**config.mk**
```make
export PLATFORM = sky130hd
export DESIGN_NAME = settings_regs
export DESIGN_NICKNAME = d
export VERILOG_FILES = /design/src/hw/u2_ctrl_pkg.sv /design/src/hw/settings_regs.sv
export VERILOG_INCLUDE_DIRS = /design/src /design/src/hw
export SDC_FILE = /design/constraint.sdc
export NUM_CORES = 1
export LEC_CHECK = 0
export ABC_AREA = 1
export BUFFER_PORTS_ARGS = -buffer_cell sky130_fd_sc_hd__buf_4
export CORE_MARGIN = 5
export CORE_UTILIZATION = 42
export CTS_CLUSTER_DIAMETER = 30
export DETAILED_ROUTE_END_ITERATION = 10
export PLACE_DENSITY = 0.89
export SLEW_MARGIN = 20
export SYNTH_ARGS = -nofsm -noshare
export SYNTH_HDL_FRONTEND = slang
export SYNTH_SLANG_ARGS = --single-unit
```
**constraint.sdc**
```tcl
create_clock -name dsp_clk -period 1.21 [get_ports dsp_clk]
set_input_delay 0.121 -clock dsp_clk [delete_from_list [all_inputs] [get_ports dsp_clk]]
set_output_delay 0.121 -clock dsp_clk [all_outputs]
set_load 0.005 [all_outputs]
```
**src/hw/u2_ctrl_macros.svh**
```systemverilog
// Address map and sizes of the control-plane bus
// Windows decode on byte address bits 15:10, RAM on bit 15 alone
`ifndef U2_CTRL_MACROS_SVH
`define U2_CTRL_MACROS_SVH

//////////////////////////////////////////////////
// Bus widths
`define U2_DW 32
`define U2_AW 16
`define U2_SW 4

// RAM array word address, 1024 words
`define U2_RAM_AW 10

//////////////////////////////////////////////////
// Slave windows
// Bit 15 low selects the RAM
`define U2_WIN_RAM_MSB 1'b0
// Readback words at 0xCC00
`define U2_WIN_STATUS 6'b110011
// Settings bus at 0xD400
`define U2_WIN_SETTINGS 6'b110101
// Interrupt controller at 0xD800
`define U2_WIN_PIC 6'b110110

//////////////////////////////////////////////////
// Setting register numbers
`define U2_SR_CLK 8'd0
`define U2_SR_ADC 8'd2
`define U2_SR_LED 8'd3
`define U2_SR_PHY 8'd4
`define U2_SR_LED_SRC 8'd8

// Interrupt sources, ext lines plus clk_status
`define U2_IRQ_W 9

`endif

```
**src/hw/u2_ctrl_pkg.sv**
```systemverilog
// Bus address and settings word views
// Taken by scoped name only, widths come from the macro header
`default_nettype none
`include "u2_ctrl_macros.svh"

package u2_ctrl_pkg;

   // RAM view, bit 15 then word index then byte lane
   typedef struct packed {
      logic                 pad;
      logic [`U2_AW-4:0]    word;
      logic [1:0]           byte_off;
   } ram_addr_t;

   // Peripheral view, window code and register number
   typedef struct packed {
      logic [5:0]           win;
      logic [7:0]           num;
      logic [1:0]           byte_off;
   } io_addr_t;

   typedef union packed {
      ram_addr_t            ram;
      io_addr_t             io;
   } wb_addr_u;

   // Clock register layout, low five bits
   typedef struct packed {
      logic [`U2_DW-6:0]    unused;
      logic                 clock_ready;
      logic [1:0]           clk_en;
      logic [1:0]           clk_sel;
   } clk_word_t;

   // ADC register layout, low four bits
   typedef struct packed {
      logic [`U2_DW-5:0]    unused;
      logic                 adc_oe_a;
      logic                 adc_on_a;
      logic                 adc_oe_b;
      logic                 adc_on_b;
   } adc_word_t;

   typedef union packed {
      clk_word_t            clk;
      adc_word_t            adc;
      logic [`U2_DW-1:0]    raw;
   } settings_word_u;

endpackage

`default_nettype wire

```
**src/hw/settings_regs.sv**
```systemverilog
// Settings bus and its setting registers, write only, reads give 0
// Outputs change in the bus ack cycle
`default_nettype none
`include "u2_ctrl_macros.svh"

module settings_regs (
   input  logic                  dsp_clk,
   input  logic                  wb_rst,
   input  logic                  bus_stb_i,
   input  logic                  bus_we_i,
   input  u2_ctrl_pkg::wb_addr_u bus_adr_i,
   input  logic [`U2_DW-1:0]     bus_dat_i,
   input  logic                  clk_status_i,
   input  logic                  loader_done_i,
   output logic                  bus_ack_o,
   output logic [`U2_DW-1:0]     bus_dat_o,
   output logic                  clock_ready_o,
   output logic [1:0]            clk_en_o,
   output logic [1:0]            clk_sel_o,
   output logic                  adc_oe_a_o,
   output logic                  adc_on_a_o,
   output logic                  adc_oe_b_o,
   output logic                  adc_on_b_o,
   output logic                  phy_resetn_o,
   output logic [7:0]            leds_o
);

   // Slot order in sr_q
   localparam int N_SR = 5;
   localparam logic [7:0] SR_NUM [N_SR] =
      '{`U2_SR_CLK, `U2_SR_ADC, `U2_SR_LED, `U2_SR_PHY, `U2_SR_LED_SRC};

   logic                       set_stb;
   logic [7:0]                 set_addr;
   logic [`U2_DW-1:0]          sr_q [N_SR];
   u2_ctrl_pkg::settings_word_u clk_w, adc_w;
   logic [7:0]                 led_hw;

   //////////////////////////////////////////////////
   // Settings strobe, first strobe cycle of a write
   assign set_stb  = bus_stb_i & bus_we_i & ~bus_ack_o;
   assign set_addr = bus_adr_i.io.num;

   always_ff @(posedge dsp_clk) begin
      if (wb_rst) begin
         bus_ack_o <= 1'b0;
      end else begin
         bus_ack_o <= bus_stb_i & ~bus_ack_o;
      end
   end

   assign bus_dat_o = '0;

   // Each register loads on its own number
   always_ff @(posedge dsp_clk) begin
      if (wb_rst) begin
         sr_q <= '{default: '0};
      end else if (set_stb) begin
         for (int i = 0; i < N_SR; i++) begin
            if (set_addr == SR_NUM[i]) sr_q[i] <= bus_dat_i;
         end
      end
   end

   //////////////////////////////////////////////////
   // Output decode
   assign clk_w = sr_q[0];
   assign adc_w = sr_q[1];

   assign clock_ready_o = clk_w.clk.clock_ready;
   assign clk_en_o      = clk_w.clk.clk_en;
   assign clk_sel_o     = clk_w.clk.clk_sel;
   assign adc_oe_a_o    = adc_w.adc.adc_oe_a;
   assign adc_on_a_o    = adc_w.adc.adc_on_a;
   assign adc_oe_b_o    = adc_w.adc.adc_oe_b;
   assign adc_on_b_o    = adc_w.adc.adc_on_b;

   // Register holds reset, line is active low
   assign phy_resetn_o = ~sr_q[3][0];

   // LEDs, led_src 1 picks hardware, 0 picks led_sw
   assign led_hw = {6'b0, clk_status_i, loader_done_i};
   assign leds_o = (sr_q[4][7:0] & led_hw) | (~sr_q[4][7:0] & sr_q[2][7:0]);

endmodule

`default_nettype wire

```
==> results.json <==
{
  "status": "finished with violations",
  "failing_checks": "setup timing",
  "die_w_um": 72.5,
  "vias_per_cell": 4.38,
  "detailed_place.area_um2": 1820,
  "areaGrowthSynthToFinish_pct": 24.5,
  "die-area_um2": 5260,
  "peakVddDrop_uv": 751,
  "final_layout_size_suffix_gt1_share_pct": 30.9,
  "setup_ws_ns": -0.0168,
  "synth.area.top_cells": "sky130_fd_sc_hd__dfxtp_1, sky130_fd_sc_hd__buf_4, sky130_fd_sc_hd__nor2_1",
  "timing.setup.critical_path_class": "reg -> reg",
  "slew_violations": 0,
  "synth_top_area_share_pct": 32.9,
  "synth_seq_cells": 27,
  "static-leakage-power_nw": 0.993,
  "clk_pin_slew_worst_paths_ns": 0.09,
  "nFillCells": 367,
  "grt_util_all_layers_pct": 12.1,
  "final.min_clock_period_ns": 1.23,
  "final.setup_skew_ns": 0.00585,
  "grt_pass1_wl_um": 5190,
  "grt_setup_unrepaired": "true",
  "layout.cells.most_common_list": "sky130_fd_sc_hd__buf_4, sky130_fd_sc_hd__nor2_1, sky130_fd_sc_hd__conb_1",
  "drt-wirelength-per-cell_um": 12.1,
  "max_freq_mhz": 815,
  "timing_worst_slew_pin_value_ns": 0.676,
  "hold_violations": 0,
  "post_synth.cell_area_avg_um2": 7.33,
  "finalWirelength_um": 3750,
  "totalNegativeSetupSlack_ns": -0.0346,
  "worstSkewPairLatency_ns": 0.27,
  "syn-instance-count": 224,
  "antenna_cells_inserted": 0,
  "total_via_count_after_detailed_routing": 1357,
  "crit_path_launch_type": "register",
  "finalNonFillerCells": 310,
  "grt_max_degree": 35,
  "number_of_antenna_violations_at_the_first_check_in_global_routing": 0,
  "post-route-util_pct": 55.0,
  "critPathMaxFanout": 8,
  "r2r_cells": 7,
  "core_area_um2": 3720,
  "yosys_warnings": 0,
  "remaining_drc_errors": 0,
  "worst-endpoint-required_ns": 1.38,
  "placementRows": 22,
  "cts.htree.levels": 1,
  "number_of_global_route_vias_before_repair": 1158,
  "synth_cell_type_count": 20,
  "multi_input_area_um2": 847,
  "mostFrequentLayoutCell": "sky130_fd_sc_hd__buf_4",
  "synth_cell_area_um2": 1640,
  "start_util_pct": 44.2,
  "port_buffers": 40,
  "worst-endpoint-arrival_ns": 1.40,
  "dr.pass1.iters": 4,
  "final_net_count": 317,
  "tritoncts_clock_tree": "done",
  "cts_hold_repair.buffers": 0,
  "clk_path_buf_depth": 2,
  "hold_path_class": "in -> reg",
  "tritoncts.num_buffers": 3,
  "slew_headroom_pct": 54.7,
  "synth_area_leader_cell": "sky130_fd_sc_hd__dfxtp_1",
  "gp_congestion": 0.721,
  "layout_worst_path_cycle_share_pct": 101,
  "clk_root_buffer_cell": "sky130_fd_sc_hd__clkbuf_8",
  "ios": 105,
  "area_taken_by_flip_flops_and_latches_um2": 544,
  "dieHeight_um": 72.5,
  "placedCellCount": 301,
  "p_per_area_nw_per_um2": 794,
  "synth_sequential_area_ratio_pct": 32.9,
  "drt_iter0_markers": 109,
  "detailed_place_hpwl_um": 2490,
  "timing.final.setup_violations": 3,
  "holdPathStages": 2,
  "numClockSinks": 27,
  "finish.instance_area_um2": 2040,
  "endpoint_kind": "register",
  "grt-ovfl-total": 0,
  "detail-route-antenna-nets": 0,
  "max_cap_violations": 0
}
## cell usage after synthesis, drive strengths merged
cell type  count
a21oi         26
nor2          41
buf           43
dfxtp         27
nand2         34
inv           20
mux2           2
conb           1
clkinv         1
nand3         27
clkbuf         2
## registers in the layout, summed over array words and instances, names as in the netlist
register	cells
adc_w	4
clk_w	5
sr_q	17
bus_ack_o	1
## cells by family (layout without fill, tap and decap cells)
kind of cell	Yosys count	count (layout)	synth area share, %
muxes	2	2	1.37
and+or+nand+nor	102	102	30.8
other	1	32	0.228
DFF	27	27	32.9
AOI/OAI and AO/OA	26	26	8.16
buffers and inverters	66	73	26.5
## final timing paths
kind | end | start | slack [ns]
worst min register to register | sr_q[3] | sr_q[3] | 0.48
worst max-delay path | sr_q[69] | bus_ack_o | -0.02
worst min-delay path | bus_ack_o | wb_rst | 0.002
worst max register to register | sr_q[69] | bus_ack_o | -0.02
## layout make-up
| type | count | area share, % |
|---|---|---|
| Tap cell | 48 | 2.94 |
| Sequential cell | 27 | 26.6 |
| Inverter | 21 | 3.86 |
| Clock inverter | 1 | 0.245 |
| Multi-Input combinational cell | 162 | 41.4 |
| Timing Repair Buffer | 48 | 22.9 |
| Clock buffer | 3 | 2.02 |
## per-stage QoR
step           worst slack, ns  power [mW]  hold WS, ns
2_1_floorplan            0.146        1.11        0.193
3_3_place_gp            0.0293        1.11        0.292
3_5_place_dp            0.0136        1.12        0.297
4_1_cts                0.00199        1.62      0.00238
5_1_grt                -0.0804        1.69     -0.00175
6_report               -0.0168        1.62      0.00169
## power breakdown
| group | switching [mW] | internal, mW |
|---|---|---|
| clock network | 0.276 | 0.231 |
| registers | 0.00177 | 0.891 |
| logic | 0.137 | 0.0882 |
## per-layer routing
metal	up-vias	wire length, um	track usage, %
met5	-	0	0
met4	0	29	2.46
met3	4	304	3.46
met2	48	2010	20.9
met1	598	1410	14.8
li1	707	-	-
## critical path: stages (launching register included)
cell and delay (ns):
sky130_fd_sc_hd__dfxtp_2 0.33, sky130_fd_sc_hd__inv_2 0.07, sky130_fd_sc_hd__nand3_4 0.09, sky130_fd_sc_hd__nor2_8 0.23, sky130_fd_sc_hd__clkbuf_16 0.21, sky130_fd_sc_hd__nand3_2 0.06
sky130_fd_sc_hd__nand2_1 0.07, sky130_fd_sc_hd__nor2_1 0.06
## what timing repair did
| action | 4_1_cts | 5_1_grt |
|---|---|---|
| hold endpoints to repair | 0 | 1 |
| gates resized for setup | 1 | 16 |
| setup buffers | 0 | 1 |
| pin swaps | 0 | 7 |
| gates cloned | 0 | 4 |
| endpoints found under the setup margin | 1 | 20 |
Power figures use the tool's default switching activity.
