File: src/hw/u2_ctrl_macros.svh
// Address map and sizes of the control-plane bus
// Windows decode on byte address bits 15:10, RAM on bit 15 alone
`ifndef U2_CTRL_MACROS_SVH
`define U2_CTRL_MACROS_SVH

//////////////////////////////////////////////////
// Bus widths
`define U2_DW 32
`define U2_AW 16
`define U2_SW 4

// RAM array word address, 1024 words
`define U2_RAM_AW 10

//////////////////////////////////////////////////
// Slave windows
// Bit 15 low selects the RAM
`define U2_WIN_RAM_MSB 1'b0
// Readback words at 0xCC00
`define U2_WIN_STATUS 6'b110011
// Settings bus at 0xD400
`define U2_WIN_SETTINGS 6'b110101
// Interrupt controller at 0xD800
`define U2_WIN_PIC 6'b110110

//////////////////////////////////////////////////
// Setting register numbers
`define U2_SR_CLK 8'd0
`define U2_SR_ADC 8'd2
`define U2_SR_LED 8'd3
`define U2_SR_PHY 8'd4
`define U2_SR_LED_SRC 8'd8

// Interrupt sources, ext lines plus clk_status
`define U2_IRQ_W 9

`endif

File: src/hw/u2_ctrl_pkg.sv
// Bus address and settings word views
// Taken by scoped name only, widths come from the macro header
`default_nettype none
`include "u2_ctrl_macros.svh"

package u2_ctrl_pkg;

   // RAM view, bit 15 then word index then byte lane
   typedef struct packed {
      logic                 pad;
      logic [`U2_AW-4:0]    word;
      logic [1:0]           byte_off;
   } ram_addr_t;

   // Peripheral view, window code and register number
   typedef struct packed {
      logic [5:0]           win;
      logic [7:0]           num;
      logic [1:0]           byte_off;
   } io_addr_t;

   typedef union packed {
      ram_addr_t            ram;
      io_addr_t             io;
   } wb_addr_u;

   // Clock register layout, low five bits
   typedef struct packed {
      logic [`U2_DW-6:0]    unused;
      logic                 clock_ready;
      logic [1:0]           clk_en;
      logic [1:0]           clk_sel;
   } clk_word_t;

   // ADC register layout, low four bits
   typedef struct packed {
      logic [`U2_DW-5:0]    unused;
      logic                 adc_oe_a;
      logic                 adc_on_a;
      logic                 adc_oe_b;
      logic                 adc_on_b;
   } adc_word_t;

   typedef union packed {
      clk_word_t            clk;
      adc_word_t            adc;
      logic [`U2_DW-1:0]    raw;
   } settings_word_u;

endpackage

`default_nettype wire

File: src/hw/status_irq_ctrl.sv
// Interrupt controller and readback status words
// Pending bits latch rising edges, write 1 to clear
`default_nettype none
`include "u2_ctrl_macros.svh"

module status_irq_ctrl (
   input  logic                  dsp_clk,
   input  logic                  wb_rst,
   input  logic                  status_stb_i,
   input  logic                  pic_stb_i,
   input  logic                  bus_we_i,
   input  u2_ctrl_pkg::wb_addr_u bus_adr_i,
   input  logic [`U2_DW-1:0]     bus_dat_i,
   input  logic [7:0]            ext_irq_i,
   input  logic                  clk_status_i,
   input  logic                  sim_mode_i,
   input  logic [3:0]            clock_divider_i,
   output logic                  status_ack_o,
   output logic [`U2_DW-1:0]     status_dat_o,
   output logic                  pic_ack_o,
   output logic [`U2_DW-1:0]     pic_dat_o,
   output logic                  int_o
);

   logic [`U2_IRQ_W-1:0] irq, irq_q, mask_q, pend_q, pend_clr;
   logic                 pic_wr;
   logic [`U2_DW-1:0]    prio, cycle_cnt, status_word;

   assign irq = {clk_status_i, ext_irq_i};

   //////////////////////////////////////////////////
   // Interrupt controller
   assign pic_wr   = pic_stb_i & ~pic_ack_o & bus_we_i;
   assign pend_clr = (pic_wr && bus_adr_i.io.num == 8'd1) ?
                     bus_dat_i[`U2_IRQ_W-1:0] : '0;

   always_ff @(posedge dsp_clk) begin
      if (wb_rst) begin
         irq_q     <= '0;
         mask_q    <= '0;
         pend_q    <= '0;
         pic_ack_o <= 1'b0;
      end else begin
         irq_q     <= irq;
         pic_ack_o <= pic_stb_i & ~pic_ack_o;
         // New edge wins over a clear in the same cycle
         pend_q    <= (pend_q & ~pend_clr) | (irq & ~irq_q);
         if (pic_wr && bus_adr_i.io.num == 8'd0) begin
            mask_q <= bus_dat_i[`U2_IRQ_W-1:0];
         end
      end
   end

   assign int_o = |(pend_q & mask_q);

   // PIC read data
   always_ff @(posedge dsp_clk) begin
      case (bus_adr_i.io.num)
         8'd0:    pic_dat_o <= `U2_DW'(mask_q);
         8'd1:    pic_dat_o <= `U2_DW'(pend_q);
         default: pic_dat_o <= '0;
      endcase
   end

   // Lowest pending bit, all ones when idle
   always_comb begin
      prio = '1;
      for (int i = `U2_IRQ_W - 1; i >= 0; i--) begin
         if (pend_q[i]) prio = `U2_DW'(i);
      end
   end

   //////////////////////////////////////////////////
   // Readback words
   always_ff @(posedge dsp_clk) begin
      if (wb_rst) begin
         cycle_cnt    <= '0;
         status_ack_o <= 1'b0;
      end else begin
         cycle_cnt    <= cycle_cnt + 1'b1;
         status_ack_o <= status_stb_i & ~status_ack_o;
      end
   end

   always_comb begin
      case (bus_adr_i.io.num)
         8'd9:    status_word = {sim_mode_i, 27'b0, clock_divider_i};
         8'd13:   status_word = `U2_DW'(irq);
         8'd14:   status_word = prio;
         8'd15:   status_word = cycle_cnt;
         default: status_word = '0;
      endcase
   end

   // Sampled with the ack
   always_ff @(posedge dsp_clk) begin
      status_dat_o <= status_word;
   end

endmodule

`default_nettype wire

File: config.mk
export PLATFORM = sky130hd
export DESIGN_NAME = status_irq_ctrl
export DESIGN_NICKNAME = d
export VERILOG_FILES = /design/src/hw/u2_ctrl_pkg.sv /design/src/hw/status_irq_ctrl.sv
export VERILOG_INCLUDE_DIRS = /design/src /design/src/hw
export SDC_FILE = /design/constraint.sdc
export NUM_CORES = 1
export LEC_CHECK = 0
export BUFFER_PORTS_ARGS = -buffer_cell sky130_fd_sc_hd__buf_2
export CORE_MARGIN = 4
export CORE_UTILIZATION = 46
export DETAILED_ROUTE_END_ITERATION = 7
export PLACE_DENSITY_LB_ADDON = 0.05
export SYNTH_ARGS = -nofsm -noshare
export SYNTH_HDL_FRONTEND = slang
export SYNTH_SLANG_ARGS = --single-unit
export TNS_END_PERCENT = 100
File: constraint.sdc
create_clock -name dsp_clk -period 1.9 [get_ports dsp_clk]
set_input_delay 0.19 -clock dsp_clk [delete_from_list [all_inputs] [get_ports dsp_clk]]
set_output_delay 0.19 -clock dsp_clk [all_outputs]
set_load 0.01 [all_outputs]
==> impl_metrics.env <==
export IMPL_status="finished with violations"
export IMPL_failed_checks="negative setup slack"
export IMPL_hold_viol_final=0
export IMPL_cts_inserted_buffers=9
export IMPL_path_buf_inv=2
export IMPL_final_common_cell="dfxtp_1"
export IMPL_synth_flop_cell="dfxtp_1"
export IMPL_grt_pass1_wl_microns=16500
export IMPL_slew_violations=0
export IMPL_nFillCells=805
export IMPL_path_max_fanout=6
export IMPL_num_rows=34
export IMPL_die_area_sq_um=10700
export IMPL_num_vias=3508
export IMPL_antenna_found_initial=1
export IMPL_final_cell_mix="92 x dfxtp_1, 80 x buf_2, 59 x nand2_1"
export IMPL_r2r_cells=6
export IMPL_wl_microns=9990
export IMPL_regArea_sq_um=2060
export IMPL_cp_slowest_cell="or4_4"
export IMPL_cpLargestDelayFamily="simple AND/OR/NAND/NOR gates"
export IMPL_netlist_area_sq_um=4210
export IMPL_grt_max_degree=32
export IMPL_timing_final_ws_setup_ps=-10.3
export IMPL_clockRootBuffer="clkbuf_8"
export IMPL_timing_hold_ws_ps=67.5
export IMPL_yosysWarnings=0
export IMPL_finalSetupViolCount=1
export IMPL_synth_cells=462
export IMPL_port_buffers=79
export IMPL_synth_edff_count=0
export IMPL_ant_nets=0
export IMPL_cp_end_kind="flip-flop"
export IMPL_worst_setup_path_start_kind="flip-flop"
export IMPL_clock_latency_ps=370
export IMPL_drv_cap=0
export IMPL_synth_distinct_cells=45
export IMPL_max_clock_path_buffers=2
export IMPL_path_cells="nand4_4 > or4_4 > buf_6 > buf_6 > or4_4 > a21oi_2"
export IMPL_period_share=1.01
export IMPL_ys_seq_area_frac=0.486
export IMPL_cts_htree_levels=3
export IMPL_grt_overflow_total=0
export IMPL_cts_tree="yes"
export IMPL_synth_seq_cells=102
export IMPL_die_w_microns=104
export IMPL_track_usage=0.186
export IMPL_post_route_min_period_ps=1910
export IMPL_syn_area_per_cell_sq_um=9.10
export IMPL_fin_skew_ps=7.63
export IMPL_drtPass1Iterations=4
export IMPL_layout_drive_gt1_share=0.318
export IMPL_clk_pin_slew_ps=100
export IMPL_powerDensity_nw_per_um2=760
export IMPL_boundaryPins=134
export IMPL_hold_class="input pin to flip-flop"
export IMPL_crit_cells=6
export IMPL_drt_initial_drc_count=84
export IMPL_fin_nets=644
export IMPL_place_congestion=0.762
export IMPL_path_class="flip-flop to flip-flop"
export IMPL_hold_depth=2
export IMPL_async_flop_share=0
export IMPL_drt_vias_per_instance=5.08
export IMPL_worstPathRequired_ps=2210
export IMPL_multi_input_area_sq_um=1990
export IMPL_syn_to_final_growth_pct=24.8
export IMPL_core_sq_um=8810
export IMPL_clock_sinks=102
export IMPL_slowest_delay_ps=550
export IMPL_p_leak_nw=2.33
export IMPL_grt_pass1_vias=3372
export IMPL_die_y_microns=104
export IMPL_rsz0062_at_grt="true"
export IMPL_drc=0
export IMPL_finalPower_mw=3.99
export IMPL_avgRoutedWirePerCell_microns=14.5
export IMPL_clock_fmax_mhz=523
export IMPL_arrival_ps=2220
export IMPL_start_util=0.478
export IMPL_hpwl_microns=7020
export IMPL_max_vdd_ir_drop_mv=0.523
==> layer usage <==
metal  vias up  wire length [microns]  GRT usage
met5         -                      0          0
met4         0                    132     0.0598
met3        12                    542     0.0473
met2        86                   4480      0.282
met1      1625                   4830      0.259
li1       1785                      -          -
==> cell usage after synthesis (2+ instances only) <==
library cell	instances	area, sq um
a21oi_1	24	120
a22o_1	11	96.3
a32o_1	2	20.0
and4_1	2	17.5
buf_1	4	15.0
buf_2	7	35.0
buf_4	25	188
clkbuf_1	8	30.0
clkbuf_8	2	27.5
dfxtp_1	102	2040
inv_1	17	63.8
mux2_2	3	33.8
mux2i_1	18	180
nand2_1	59	221
nand2b_1	11	68.8
nand3_1	18	90.1
nand4_1	6	37.5
nand4b_1	2	17.5
nor2_1	29	109
nor2b_1	12	75.1
nor3_1	3	15.0
nor3_2	2	20.0
nor3b_1	4	30.0
nor4_1	10	62.6
o21ai_0	25	125
o31ai_1	10	75.1
or3_1	5	31.3
or3_2	2	15.0
or4_1	12	90.1
xnor2_1	8	70.1
xor2_1	5	43.8
==> power by group <==
part           total, mW  switching (mW)  internal [mW]  leakage (nW)
sequential          2.21          0.0351           2.17         0.833
combinational      0.235           0.140         0.0947          1.38
clock               1.55           0.734          0.814         0.116
==> cells by family (layout without fill, tap and decap cells) <==
group,count (synthesis),count (layout),synth area share
AO/OA/AOI/OAI,75,75,0.110
buffers and inverters,64,160,0.0875
flip-flops,102,102,0.486
multiplexers,21,21,0.0509
other,1,24,0.000892
XOR/XNOR,13,13,0.0271
AND/OR/NAND/NOR,185,186,0.235
adder cells (fa/ha/maj),1,1,0.00297
==> per-stage QoR <==
stage | util | area, sq um | TNS (ps) | worst slack (ps) | std cells
after global routing | 0.596 | 5250 | -185 | -50.8 | 690
final | 0.596 | 5250 | -10.3 | -10.3 | 690
after floorplan | - | 4310 | -11.5 | -5.73 | 484
after global placement | 0.555 | 4880 | -897 | -85.8 | 669
after detailed placement | 0.555 | 4880 | -944 | -83.2 | 669
after CTS | 0.588 | 5180 | -28.2 | -12.0 | 689
==> flip-flops by register name, summed over array words and instances, names as in the netlist <==
name          cells
cycle_cnt        32
status_dat_o     32
irq_q             9
mask_q            9
pend_q            9
pic_dat_o         9
pic_ack_o         1
status_ack_o      1
==> final cells by class <==
class / instances / area share
diodes: 1 / 0.000477
clock buffers: 11 / 0.0289
clock inverters: 5 / 0.0155
inverters: 17 / 0.0122
multi-input cells: 319 / 0.378
flip-flops and latches: 102 / 0.392
well taps: 108 / 0.0258
repair buffers: 127 / 0.146
==> timing repair <==
action / 4_1_cts / 5_1_grt
gates resized for setup: 13 / 17
endpoints found under the setup margin: 8 / 9
pin swaps: 5 / 8
hold buffers: 0 / 0
cloned: 2 / 0
setup buffers: 2 / 0
==> final timing paths <==
path	startpoint	end	slack (ps)
worst max-delay path	cycle_cnt[3]	cycle_cnt[27]	-10
worst min-delay path	clk_status_i	irq_q[8]	70
worst max register to register	cycle_cnt[3]	cycle_cnt[27]	-10
worst min register to register	status_ack_o	status_ack_o	430
Power figures use the tool's default switching activity.
