**src/hw/u2_ctrl_macros.svh**
```systemverilog
// Address map and sizes of the control-plane bus
// Windows decode on byte address bits 15:10, RAM on bit 15 alone
`ifndef U2_CTRL_MACROS_SVH
`define U2_CTRL_MACROS_SVH

//////////////////////////////////////////////////
// Bus widths
`define U2_DW 32
`define U2_AW 16
`define U2_SW 4

// RAM array word address, 1024 words
`define U2_RAM_AW 10

//////////////////////////////////////////////////
// Slave windows
// Bit 15 low selects the RAM
`define U2_WIN_RAM_MSB 1'b0
// Readback words at 0xCC00
`define U2_WIN_STATUS 6'b110011
// Settings bus at 0xD400
`define U2_WIN_SETTINGS 6'b110101
// Interrupt controller at 0xD800
`define U2_WIN_PIC 6'b110110

//////////////////////////////////////////////////
// Setting register numbers
`define U2_SR_CLK 8'd0
`define U2_SR_ADC 8'd2
`define U2_SR_LED 8'd3
`define U2_SR_PHY 8'd4
`define U2_SR_LED_SRC 8'd8

// Interrupt sources, ext lines plus clk_status
`define U2_IRQ_W 9

`endif

```
**src/hw/u2_ctrl_pkg.sv**
```systemverilog
// Bus address and settings word views
// Taken by scoped name only, widths come from the macro header
`default_nettype none
`include "u2_ctrl_macros.svh"

package u2_ctrl_pkg;

   // RAM view, bit 15 then word index then byte lane
   typedef struct packed {
      logic                 pad;
      logic [`U2_AW-4:0]    word;
      logic [1:0]           byte_off;
   } ram_addr_t;

   // Peripheral view, window code and register number
   typedef struct packed {
      logic [5:0]           win;
      logic [7:0]           num;
      logic [1:0]           byte_off;
   } io_addr_t;

   typedef union packed {
      ram_addr_t            ram;
      io_addr_t             io;
   } wb_addr_u;

   // Clock register layout, low five bits
   typedef struct packed {
      logic [`U2_DW-6:0]    unused;
      logic                 clock_ready;
      logic [1:0]           clk_en;
      logic [1:0]           clk_sel;
   } clk_word_t;

   // ADC register layout, low four bits
   typedef struct packed {
      logic [`U2_DW-5:0]    unused;
      logic                 adc_oe_a;
      logic                 adc_on_a;
      logic                 adc_oe_b;
      logic                 adc_on_b;
   } adc_word_t;

   typedef union packed {
      clk_word_t            clk;
      adc_word_t            adc;
      logic [`U2_DW-1:0]    raw;
   } settings_word_u;

endpackage

`default_nettype wire

```
**src/hw/wb_slave_decode.sv**
```systemverilog
// Single-master decoder, one access outstanding at a time
// Unmapped windows get a one-cycle err, never an ack
`default_nettype none
`include "u2_ctrl_macros.svh"

module wb_slave_decode (
   input  logic                  dsp_clk,
   input  logic                  wb_rst,
   input  u2_ctrl_pkg::wb_addr_u wb_adr_i,
   input  logic                  wb_stb_i,
   input  logic                  wb_cyc_i,
   input  logic                  ram_ack_i,
   input  logic [`U2_DW-1:0]     ram_dat_i,
   input  logic                  set_ack_i,
   input  logic [`U2_DW-1:0]     set_dat_i,
   input  logic                  status_ack_i,
   input  logic [`U2_DW-1:0]     status_dat_i,
   input  logic                  pic_ack_i,
   input  logic [`U2_DW-1:0]     pic_dat_i,
   output logic                  ram_stb_o,
   output logic                  set_stb_o,
   output logic                  status_stb_o,
   output logic                  pic_stb_o,
   output logic [`U2_DW-1:0]     wb_dat_o,
   output logic                  wb_ack_o,
   output logic                  wb_err_o
);

   logic hit;
   logic is_ram, is_set, is_status, is_pic;
   logic err_q;

   assign hit = wb_stb_i & wb_cyc_i;

   // Window match, io codes all have bit 15 set
   assign is_ram    = (wb_adr_i.ram.pad == `U2_WIN_RAM_MSB);
   assign is_set    = (wb_adr_i.io.win == `U2_WIN_SETTINGS);
   assign is_status = (wb_adr_i.io.win == `U2_WIN_STATUS);
   assign is_pic    = (wb_adr_i.io.win == `U2_WIN_PIC);

   assign ram_stb_o    = hit & is_ram;
   assign set_stb_o    = hit & is_set;
   assign status_stb_o = hit & is_status;
   assign pic_stb_o    = hit & is_pic;

   // Err pulse one cycle after the strobe, dropped after one cycle
   always_ff @(posedge dsp_clk) begin
      if (wb_rst) begin
         err_q <= 1'b0;
      end else begin
         err_q <= hit & ~(is_ram | is_set | is_status | is_pic) & ~err_q;
      end
   end

   assign wb_err_o = err_q;

   //////////////////////////////////////////////////
   // Return path
   assign wb_ack_o = ram_ack_i | set_ack_i | status_ack_i | pic_ack_i;

   always_comb begin
      if (ram_ack_i)         wb_dat_o = ram_dat_i;
      else if (set_ack_i)    wb_dat_o = set_dat_i;
      else if (status_ack_i) wb_dat_o = status_dat_i;
      else                   wb_dat_o = pic_dat_i;
   end

   // Slave strobes exclusive
   a_one_stb: assert property (@(posedge dsp_clk) disable iff (wb_rst)
      $onehot0({ram_stb_o, set_stb_o, status_stb_o, pic_stb_o}));

   // Slave acks and decoder err never overlap
   a_ack_err: assert property (@(posedge dsp_clk) disable iff (wb_rst)
      !(wb_ack_o && wb_err_o));

endmodule

`default_nettype wire

```
**config.mk**
```make
export PLATFORM = sky130hd
export DESIGN_NAME = wb_slave_decode
export DESIGN_NICKNAME = d
export VERILOG_FILES = /design/src/hw/u2_ctrl_pkg.sv /design/src/hw/wb_slave_decode.sv
export VERILOG_INCLUDE_DIRS = /design/src /design/src/hw
export SDC_FILE = /design/constraint.sdc
export NUM_CORES = 1
export LEC_CHECK = 0
export BUFFER_PORTS_ARGS = -buffer_cell sky130_fd_sc_hd__buf_2
export CAP_MARGIN = 20
export CORE_AREA = 2 2 74 76
export CTS_BUF_LIST = sky130_fd_sc_hd__clkbuf_8
export DETAILED_ROUTE_END_ITERATION = 7
export DIE_AREA = 0 0 76 78
export PLACE_DENSITY = 0.68
export SLEW_MARGIN = 20
export SYNTH_ARGS = -nofsm -noshare
export SYNTH_HDL_FRONTEND = slang
export SYNTH_SLANG_ARGS = --single-unit
export TNS_END_PERCENT = 50
```
**constraint.sdc**
```tcl
create_clock -name dsp_clk -period 2.55 [get_ports dsp_clk]
set_input_delay 0.765 -clock dsp_clk [delete_from_list [all_inputs] [get_ports dsp_clk]]
set_output_delay 0.765 -clock dsp_clk [all_outputs]
set_load 0.05 [all_outputs]
```
==> results.md <==
- Post-synthesis cell area: 0.001191 mm2
- Synth Instances: 159
- Number of nets in the synthesized netlist: 311
- Area added between synthesis and finish: 120.0%
- Layout filler cell count: 462
- Wire length of the first global-routing pass: 7.521 mm
- Worst setup path startpoint: status_ack_i
- Post-route antenna net violation count: 0
- Max rail drop VDD: 0.0001560 V
- Detailed Route WL: 5.385 mm
- Starting density of the core: 0.2362
- Portion of the post-synthesis area used by sequential elements: 0.01681
- Endpoint class of the critical path: output pin
- Initial DRC count: 26
- Most frequent cells in the layout: sky130_fd_sc_hd__buf_2, sky130_fd_sc_hd__nand2_1, sky130_fd_sc_hd__mux2i_1
- Final cycle utilization of the critical path: 1.010
- Cts-stage hold buffer count: 0
- CP endpoint: wb_dat_o[19]
- Total grt overflow: 0
- Row count: 26
- Worst reg2reg setup slack: 1.87 ns
- Final period demand of the worst path: 2.575 ns
- Via count of the first global-routing pass: 1869
- Width of the die: 76 um
- Worst slew slack as a fraction of its limit: 0.8367
- Arrival @ worst endpoint: 1.81 ns
- Path category of the worst min-delay check: flop to flop
- Setup slack of the critical path after layout: -0.02493 ns
- Violated checks: setup timing
- DRC errors left: 0
- Post-CTS setup buffer count: 0
- Final antenna diode count: 0
- Leakage: 1.424 nW
- Warning count from the yosys run: 0
- Fraction of final layout cells with drive strength greater than 1: 0.7300
- Placer's final routability congestion estimate: 0.8016
- Setup-violating endpoint count in the final report: 1
- Setup crit start kind: primary input
- Required time of the critical path: 1.79 ns
- Critical register-to-register path startpoint: wb_err_o
- HPWL after DPL: 4.057 mm
- Die area: 0.005928 mm2
- Per-cell via count in the routed design: 4.627
- Setup Crit Path Kind: primary input to output pin
- Core outline area: 0.005042 mm2
- Worst hold stages: 2
- Top-level port count: 190
- Slew at the pin closest to its max-slew limit: 0.2430 ns
- Via count of the routed design: 1883
- Maximum fanout encountered on the critical timing path: 7
- Met1 track demand over resource: 0.1438
- Met2 Use GR: 0.3161
- Placement-stage worst setup slack: -0.07036 ns
- Clock Latency Late Sink: 0 ns
- Register bit count reported by yosys: 1
- Grt peak-use layer: met2
- Router iterations before antenna repair: 4
- Mapped Avg Cell Area: 7.491 um2
- Final hold violations: 0
- Max-cap violations: 0
- Post-synthesis cell type count: 24
- Clock-pin slew on the worst setup and hold paths: 0 ns
- Slew Limit Fails: 0
- Die outline height: 78 um
- Met3 track demand over resource: 0.02674
- WL per Instance: 13.23 um
- NumNets Final: 491
- Number of standard cells in the layout, taps in and fillers out: 407
- Combined global-route utilization of all metal layers: 0.1456
- Tightest hold margin: 0.5610 ns
- Reg2reg path depth: 2
- Setup repair after global routing missed its margin: true
- Most common cell after layout, fill and taps aside: sky130_fd_sc_hd__buf_2
- Antenna violations before repair: 0
- Number of flip-flops in the largest register: 1
- Run status: complete, but fails checks
- Achievable clock frequency: 388.4 MHz
- Maximum number of pins on one net before global-route repair: 33
- Total placed cells including tap cells: 403
- Total of buffers placed on input and output ports: 179
- PwrDens: 245.1 mW/mm2
- Capturing point of the worst reg2reg path: wb_err_o
- Worst setup skew after layout: 0 ns
- Final TNS setup: -0.02493 ns
==> report_power, final <==
part / leakage, nW / switching [mW] / internal, mW
Clock: 0 / 0 / 0
Sequential: 0.00813 / 0.000192 / 0.0164
Combinational: 1.42 / 0.338 / 0.287
==> cells in the mapped netlist <==
library cell	n	share of area
sky130_fd_sc_hd__nand2_1	34	0.11
sky130_fd_sc_hd__a21oi_1	1	0.0042
sky130_fd_sc_hd__xnor2_1	1	0.0074
sky130_fd_sc_hd__or3_1	1	0.0053
sky130_fd_sc_hd__mux2_2	26	0.25
sky130_fd_sc_hd__dfxtp_1	1	0.017
sky130_fd_sc_hd__buf_6	4	0.038
sky130_fd_sc_hd__o21ai_1	6	0.025
sky130_fd_sc_hd__buf_2	2	0.0084
sky130_fd_sc_hd__mux2_4	4	0.050
sky130_fd_sc_hd__buf_4	3	0.019
sky130_fd_sc_hd__nor3b_1	2	0.013
sky130_fd_sc_hd__inv_1	1	0.0031
sky130_fd_sc_hd__and3_1	1	0.0053
sky130_fd_sc_hd__nor2_1	1	0.0031
sky130_fd_sc_hd__o21ai_0	26	0.11
sky130_fd_sc_hd__or4_4	1	0.0095
sky130_fd_sc_hd__mux2_1	2	0.019
sky130_fd_sc_hd__nor3_1	1	0.0042
sky130_fd_sc_hd__mux2i_1	32	0.27
sky130_fd_sc_hd__nor4_1	1	0.0053
sky130_fd_sc_hd__a211o_1	1	0.0074
sky130_fd_sc_hd__clkbuf_1	6	0.019
sky130_fd_sc_hd__nand3b_1	1	0.0063
==> worst max-delay path: stages <==
cell and delay [ns]:
sky130_fd_sc_hd__buf_12 0.12, sky130_fd_sc_hd__clkbuf_16 0.15, sky130_fd_sc_hd__mux2_2 0.32, sky130_fd_sc_hd__mux2i_1 0.15
sky130_fd_sc_hd__o21ai_1 0.08, sky130_fd_sc_hd__buf_2 0.21
==> logic make-up (layout without fill, tap and decap cells) <==
| logic type | after synthesis | count (layout) | synth area share |
|---|---|---|---|
| buf+inv | 16 | 194 | 0.08718 |
| xor+xnor | 1 | 1 | 0.007354 |
| compound gates | 34 | 34 | 0.1460 |
| simple gates | 43 | 43 | 0.1586 |
| mux | 64 | 64 | 0.5840 |
| flops | 1 | 1 | 0.01681 |
==> cell type report <==
type	instances	area, um2	area share
Timing Repair Buffer	193	1333	0.5086
Multi-Input combinational cell	142	1176	0.4489
Tap cell	70	87.58	0.03343
Sequential cell	1	20.02	0.007641
Inverter	1	3.754	0.001433
==> metrics by stage <==
step | area, um2 | utilization | power, mW
finish | 2620 | 0.5196 | 0.6422
CTS | 2420 | 0.4799 | 0.5914
detailed placement | 2315 | 0.4591 | 0.5566
floorplan | 1281 | - | 0.3701
global route | 2620 | 0.5196 | 0.6784
global placement | 2315 | 0.4591 | 0.5483
==> per-layer routing <==
layer / share of wire / vias to the layer above
met5: 0 / -
met4: 0.0026 / 0
met3: 0.085 / 2
met2: 0.56 / 102
met1: 0.35 / 842
li1: - / 937
==> how the worst min path moves through the flow <==
stage	from	endpoint	slack [ns]
6_report	wb_err_o	wb_err_o	0.56
4_1_cts	wb_err_o	wb_err_o	0.56
2_1_floorplan	wb_err_o	wb_err_o	0.85
3_5_place_dp	wb_err_o	wb_err_o	0.56
5_1_grt	wb_err_o	wb_err_o	0.58
3_3_place_gp	wb_err_o	wb_err_o	0.55
==> what timing repair did <==
action,CTS,global route
pin swaps,0,3
setup endpoints to repair,35,34
gates resized for setup,37,36
cloned,0,4
(Power assumes the default switching activity.)
