File: config.mk
export PLATFORM = sky130hd
export DESIGN_NAME = ram_boot_loader
export DESIGN_NICKNAME = d
export VERILOG_FILES = /design/src/hw/ram_boot_loader.sv
export VERILOG_INCLUDE_DIRS = /design/src /design/src/hw
export SDC_FILE = /design/constraint.sdc
export NUM_CORES = 1
export LEC_CHECK = 0
export BUFFER_PORTS_ARGS = -buffer_cell sky130_fd_sc_hd__buf_2
export CELL_PAD_IN_SITES_DETAIL_PLACEMENT = 1
export CELL_PAD_IN_SITES_GLOBAL_PLACEMENT = 1
export CORE_UTILIZATION = 41
export CTS_CLUSTER_SIZE = 24
export DETAILED_ROUTE_END_ITERATION = 12
export GPL_TIMING_DRIVEN = 0
export PLACE_DENSITY = 0.83
export SLEW_MARGIN = 20
export SYNTH_ARGS = -nofsm -noshare
export SYNTH_HDL_FRONTEND = slang
export SYNTH_SLANG_ARGS = --single-unit
File: constraint.sdc
create_clock -name dsp_clk -period 2.1 [get_ports dsp_clk]
set_clock_uncertainty 0.05 [all_clocks]
set_input_delay 0 -clock dsp_clk [delete_from_list [all_inputs] [get_ports dsp_clk]]
set_output_delay 0 -clock dsp_clk [all_outputs]
set_load 0.02 [all_outputs]
File: src/hw/u2_ctrl_macros.svh
// Address map and sizes of the control-plane bus
// Windows decode on byte address bits 15:10, RAM on bit 15 alone
`ifndef U2_CTRL_MACROS_SVH
`define U2_CTRL_MACROS_SVH

//////////////////////////////////////////////////
// Bus widths
`define U2_DW 32
`define U2_AW 16
`define U2_SW 4

// RAM array word address, 1024 words
`define U2_RAM_AW 10

//////////////////////////////////////////////////
// Slave windows
// Bit 15 low selects the RAM
`define U2_WIN_RAM_MSB 1'b0
// Readback words at 0xCC00
`define U2_WIN_STATUS 6'b110011
// Settings bus at 0xD400
`define U2_WIN_SETTINGS 6'b110101
// Interrupt controller at 0xD800
`define U2_WIN_PIC 6'b110110

//////////////////////////////////////////////////
// Setting register numbers
`define U2_SR_CLK 8'd0
`define U2_SR_ADC 8'd2
`define U2_SR_LED 8'd3
`define U2_SR_PHY 8'd4
`define U2_SR_LED_SRC 8'd8

// Interrupt sources, ext lines plus clk_status
`define U2_IRQ_W 9

`endif

File: src/hw/ram_boot_loader.sv
// Serial boot loader, MSB first, 32 bits per word, one bit per 2 cycles max
// Words go to RAM from word 0 up; a partial word at detach is lost
`default_nettype none
`include "u2_ctrl_macros.svh"

module ram_boot_loader (
   input  logic                  dsp_clk,
   input  logic                  wb_rst,
   input  logic                  cfg_bit_i,
   input  logic                  cfg_stb_i,
   input  logic                  cfg_detached_i,
   input  logic                  ld_ack_i,
   output logic                  ld_req_o,
   output logic [`U2_RAM_AW-1:0] ld_adr_o,
   output logic [`U2_DW-1:0]     ld_dat_o,
   output logic                  loader_done_o
);

   logic [`U2_DW-1:0] shift_q;
   logic [4:0]        bit_cnt;
   logic              word_done;

   // Last bit of a word arriving this cycle
   assign word_done = cfg_stb_i & ~loader_done_o & (bit_cnt == 5'd31);

   // Shift register and finished word, payload only
   always_ff @(posedge dsp_clk) begin
      if (cfg_stb_i) begin
         shift_q <= {shift_q[`U2_DW-2:0], cfg_bit_i};
      end
      if (word_done) begin
         ld_dat_o <= {shift_q[`U2_DW-2:0], cfg_bit_i};
      end
   end

   //////////////////////////////////////////////////
   // Control
   always_ff @(posedge dsp_clk) begin
      if (wb_rst) begin
         bit_cnt       <= '0;
         ld_req_o      <= 1'b0;
         ld_adr_o      <= '0;
         loader_done_o <= 1'b0;
      end else begin
         // Bits ignored once detached
         if (cfg_stb_i && !loader_done_o) begin
            bit_cnt <= bit_cnt + 5'd1;
         end
         // Request holds until the RAM takes it
         if (word_done) begin
            ld_req_o <= 1'b1;
         end else if (ld_ack_i) begin
            ld_req_o <= 1'b0;
            ld_adr_o <= ld_adr_o + 1'b1;
         end
         // Done only once no write is pending or forming
         if (cfg_detached_i && !ld_req_o && !word_done) begin
            loader_done_o <= 1'b1;
         end
      end
   end

   // No RAM write after config_success
   a_done_idle: assert property (@(posedge dsp_clk) disable iff (wb_rst)
      !(ld_req_o && loader_done_o));

endmodule

`default_nettype wire

==> reports/summary.txt, run 1 <==
Status - finished clean
Most common cell after layout, fill and taps aside - edfxtp_1
Setup crit start - bit_cnt[0]
Layout cells sized above 1 - 0.326
Starting Density - 0.423
Synth cell types - 27
ANT cells - 0
Max cap viols - 0
Worst Path Required - 2270 ps
Critical Path AT - 2200 ps
Cell internal pwr - 2330 µW
Global Route Usage Sum - 0.144
Detailed Routing Iterations Pass 1 - 4
Worst Path Buf+Inv - 1
CORE AREA - 6310 µm²
Worst setup path end - ld_adr_o[9]
Switching part of the total - 0.204
Worst flop-to-flop path startpoint - bit_cnt[0]
Initial antenna violation count - 0
Switching power - 597 µW
CTS sink cnt - 80
1st-iter DRT viols - 66
RSZ-0062 raised after global routing - no
Tmin final - 2030 ps
Final Max Tran Viols - 0
Mapped Avg Cell Area - 17.7 µm²
First-pass GRT wire length - 6910 µm
R2r setup slk - 70 ps
Critical path launch point type - flop
Final setup vio count - 0
Worst-skew pair later-pin latency - 330 ps
Overflow after GRT - 0
Yosys top cell by area - edfxtp_1
Die area - 6840 µm²
CP max-delay cell - dfxtp_2
Die W - 82.7 µm
Vias/cell - 5.00
Reg clk slew, reported paths - 80 ps
Via count - 1475
Critical path fanouts, max - 10
Max stage delay on crit path - 340 ps
Final Hold Fails - 0
Delay-heaviest family, CP - simple AND/OR/NAND/NOR gates
Htree depth - 3
WL/cell - 15.9 µm
Detailed Place HPWL - 2970 µm
RR Endpoint - ld_adr_o[9]
Largest net degree at the start of global routing - 42
Worst slew pin tran - 768 ps
Mapped Cells - 151
Cts bufs inserted - 9
CTS tree - done
Sequential share of power - 0.609
Nets - 222
WS Path Type - flop to flop
Placed Area - 3010 µm²
Worst path depth - 7
CTS root buffer - clkbuf_8
Crit path cell chain - ha_2 > and3_1 > ha_1 > and3b_1 > buf_6 > nor4_4 > mux2_4
Peak VDD IR - 0.433 mV
Relative slew margins - 0.488
Area share of the largest cell type after synthesis - 0.708
Synthesis-stage register bit count - 80
Final period utilization - 0.967
Vias in the first global route - 1382
Routed WL - 4680 µm
Layout area overhead - 23.0%
Clock tree buffer depth - 2
Port Buffers - 48
Post-Syn Nets - 160
Yosys warnings - 0
Static Leakage - 0.00119 µW
Synth top area cells - edfxtp_1, dfxtp_1, a21oi_1, ha_1, nor2_1
Post-synthesis cell area - 2670 µm²
R2R depth - 7
Commonest non-fill, non-tap cells in the layout - edfxtp_1, buf_2, dfxtp_1, a21oi_1, clkbuf_8
Die height - 82.7 µm
Num rows - 29
Combinational power share - 0.021
PwrDens - 890 nW/µm²
Hold Crit Class - primary input to flop
Clk network pwr share - 0.369
Worst setup EP type - flop
Sequential fraction of the synthesis area - 0.836
Gpl congestion - 0.717
Fmax - 493 MHz
Io pins - 50
Hold_ws - 40.8 ps
Post-route cell area - 3280 µm²
Antenna Nets Post-Route - 0
Remaining DRCs - 0
logic make-up (layout without fill, tap and decap cells):
logic type,count (synthesis),in the layout,synth area share
simple gates,34,34,0.0717
buf+inv,8,75,0.0145
xor+xnor,2,2,0.00656
mux,4,4,0.0159
compound gates,20,20,0.0417
flops,80,80,0.836
fa+ha+maj,3,3,0.0141
layer usage:
layer,share of wire,vias up,GRT usage
met3,0.046,4,0.0363
met2,0.50,37,0.220
met5,0,-,0
met4,0.0071,0,0.0724
met1,0.45,732,0.190
li1,-,702,-
Yosys cell counts:
library cell and instances:
edfxtp_1 63, dfxtp_1 17, a21oi_1 10, nor2_1 8
o21ai_0 5, nand2_1 4, o31ai_1 4, or3_1 4
or4_1 4, clkbuf_1 3, ha_1 3, inv_1 3
nand3_1 3, mux2_2 2, mux2i_1 2, nand3b_1 2
nand4_1 2, nor2b_1 2, xor2_1 2, a31oi_1 1
and3_1 1, and3b_1 1, buf_2 1, buf_6 1
nand2b_1 1, nor4_1 1, nor4b_1 1
worst register-to-register path, delay by kind of cell (launching register included):
| kind | cells | cell delay (ps) |
|---|---|---|
| AND/OR/NAND/NOR | 3 | 660 |
| buffers and inverters | 1 | 160 |
| multiplexers | 1 | 320 |
| flip-flops | 1 | 340 |
| adder cells (fa/ha/maj) | 2 | 390 |
power by group through the flow:
stage          Clock [µW]  Sequential, µW  Combinational, µW
6_report             1080            1780               62.2
5_1_grt              1170            1790               67.7
2_1_floorplan           0            1810               23.4
3_3_place_gp            0            1810               53.5
4_1_cts              1120            1780               62.3
3_5_place_dp            0            1820               57.2
flip-flops by register name (all words and copies together) (netlist names):
| signal | flops |
|---|---|
| bit_cnt | 5 |
| ld_adr_o | 10 |
| ld_dat_o | 32 |
| ld_req_o | 1 |
| loader_done_o | 1 |
| shift_q | 31 |
cell type report:
cell class                      count  area [µm²]
Buffer                              5        37.5
Clock buffer                        9         124
Clock inverter                      7        70.1
Fill cell                         644        3030
Inverter                            3        11.3
Multi-Input combinational cell     63         442
Sequential cell                    80        2230
Tap cell                           77        96.3
Timing Repair Buffer               51         270
stage by stage:
stage                     worst slack (ps)  total power (µW)  std cells  utilization  setup TNS (ps)
final                                 69.9              2920        295        0.520               0
after global routing                  9.59              3030        295        0.520               0
after CTS                             3.18              2960        295        0.516               0
after detailed placement              -363              1870        276        0.476          -11940
after global placement                -248              1860        276        0.476           -8870
after floorplan                       78.5              1830        151            -               0
worst min path at each step:
stage,from,to,cells past startpoint
finish,wb_rst,ld_adr_o[2],2
global placement,cfg_bit_i,ld_dat_o[0],1
floorplan,cfg_bit_i,ld_dat_o[0],0
CTS,wb_rst,ld_adr_o[2],2
detailed placement,cfg_bit_i,ld_dat_o[0],1
global route,wb_rst,ld_adr_o[1],2
timing repair:
| action | CTS | global route |
|---|---|---|
| endpoints found under the hold margin | 5 | 0 |
| resized for setup | 6 | 6 |
| pin swaps | 0 | 2 |
| endpoints found under the setup margin | 42 | 23 |
| setup buffers | 0 | 0 |
| hold buffers | 3 | 0 |
No activity file was read; power rests on OpenSTA's default activity.
==> run 2: changes to the inputs <==
--- a/config.mk
+++ b/config.mk
@@ -9,6 +9,7 @@
 export BUFFER_PORTS_ARGS = -buffer_cell sky130_fd_sc_hd__buf_2
 export CELL_PAD_IN_SITES_DETAIL_PLACEMENT = 1
 export CELL_PAD_IN_SITES_GLOBAL_PLACEMENT = 1
+export CORE_MARGIN = 3
 export CORE_UTILIZATION = 41
 export CTS_CLUSTER_SIZE = 24
 export DETAILED_ROUTE_END_ITERATION = 12
==> reports/summary.txt, run 2 (synthesis gave the netlist of run 1 again) <==
First-pass GRT wire length - 7990 µm
CTS sink cnt - 80
Port Buffers - 48
Largest register by flop count - ld_dat_o
Htree depth - 3
Tmin final - 2020 ps
Design Power - 2840 µW
Worst Setup Slack, final - 79.0 ps
CTS root buffer - clkbuf_8
RSZ-0062 raised after global routing - no
Io pins - 50
Placed Area - 3010 µm²
Hold Crit Class - primary input to flop
1st-iter DRT viols - 89
Fmax - 495 MHz
Antenna Nets Post-Route - 0
Num rows - 28
Die height - 86.7 µm
Critical path launch point type - flop
Final Hold Fails - 0
Crit path cell chain - ha_2 > and3_1 > ha_1 > and3b_2 > buf_6 > or4_4 > a21oi_2
Busiest grt layer - met2
Global Route Usage Sum - 0.142
Worst slew pin tran - 738 ps
WS Path Type - flop to flop
Largest register FFs - 32
Cts bufs inserted - 9
Worst-skew pair later-pin latency - 340 ps
Most common cell after layout, fill and taps aside - edfxtp_1
Worst setup EP type - flop
Final setup vio count - 0
Clock tree buffer depth - 2
Worst Path Required - 2320 ps
Met2 Use GR - 0.231
CTS tree - done
Peak VDD IR - 0.398 mV
Routed WL - 4910 µm
Met1 Resource Use GR - 0.177
Largest net degree at the start of global routing - 42
Vias in the first global route - 1572
CP max-delay cell - or4_4
Detailed Place HPWL - 3270 µm
Reg clk slew, reported paths - 80 ps
Starting Density - 0.438
Detailed Routing Iterations Pass 1 - 4
WL/cell - 16.7 µm
Gpl congestion - 0.719
Via count - 1479
CORE AREA - 6100 µm²
Critical path fanouts, max - 10
M3 GR Usage - 0.0523
ANT cells - 0
Max cap viols - 0
Pre-CTS setup slack - -400 ps
Nets - 223
Commonest non-fill, non-tap cells in the layout - edfxtp_1, buf_2, dfxtp_1, clkbuf_8
Overflow after GRT - 0
Remaining DRCs - 0
Largest regs - ld_dat_o (32), shift_q (31), ld_adr_o (10)
Initial antenna violation count - 0
Die W - 86.7 µm
Post-route cell area - 3320 µm²
Layout area overhead - 24.2%
Die area - 7520 µm²
Final period utilization - 0.962
Static Leakage - 0.00120 µW
Layout cells sized above 1 - 0.370
Status - finished clean
Max stage delay on crit path - 510 ps
Final Max Tran Viols - 0
Relative slew margins - 0.508
Critical Path AT - 2240 ps
Vias/cell - 5.03
PwrDens - 857 nW/µm²
-- run 2: critical path: cells and delay by family, from the launching register on --
family          cells  cell delay (ps)
simple gates        3              900
fa+ha+maj           2              380
flops               1              340
buf+inv             1              150
compound gates      1              130
-- run 2: what timing repair did --
| item | CTS | global route |
|---|---|---|
| buffers inserted | 0 | 1 |
| hold buffers | 3 | 0 |
| hold endpoints to repair | 4 | 0 |
| endpoints found under the setup margin | 42 | 41 |
| resized for setup | 4 | 18 |
| pin swaps | 0 | 4 |
-- run 2: layout make-up --
type,count,area (µm²)
Inverter,3,11.3
Clock inverter,7,53.8
Sequential cell,80,2230
Fill cell,606,2780
Clock buffer,9,124
Tap cell,75,93.8
Multi-Input combinational cell,63,480
Timing Repair Buffer,52,278
Buffer,5,42.5
-- run 2: metal layers --
layer / routed length [µm] / share of wire / up-vias
li1: - / - / 702
met1: 2110 / 0.43 / 727
met2: 2460 / 0.50 / 42
met3: 281 / 0.057 / 8
met4: 55 / 0.011 / 0
met5: 0 / 0 / -
-- run 2: path summary, 6_finish.rpt --
| kind | startpoint | slack (ps) | depth (start not counted) | to |
|---|---|---|---|---|
| worst max-delay path | bit_cnt[0] | 80 | 7 | ld_adr_o[7] |
| worst min-delay path | wb_rst | 20 | 2 | ld_adr_o[1] |
| worst max register to register | bit_cnt[0] | 80 | 7 | ld_adr_o[7] |
| worst min register to register | shift_q[30] | 390 | 0 | ld_dat_o[31] |
-- run 2: stage by stage --
stage	cells	hold slack, ps	utilization	setup TNS [ps]
after detailed placement	274	141	0.493	-12570
after global routing	294	60.6	0.544	0
after global placement	274	142	0.493	-9120
after CTS	293	16.0	0.530	0
final	294	21.4	0.544	0
after floorplan	151	48.9	-	0
-- run 2: power by group --
part / switching, µW / leakage (µW) / internal [µW] / total [µW]
logic: 40.2 / 0.000384 / 24.0 / 64.2
registers: 26.8 / 0.000729 / 1750 / 1780
clock network: 560 / 0.0000827 / 439 / 999
total: 627 / 0.00120 / 2220 / 2840
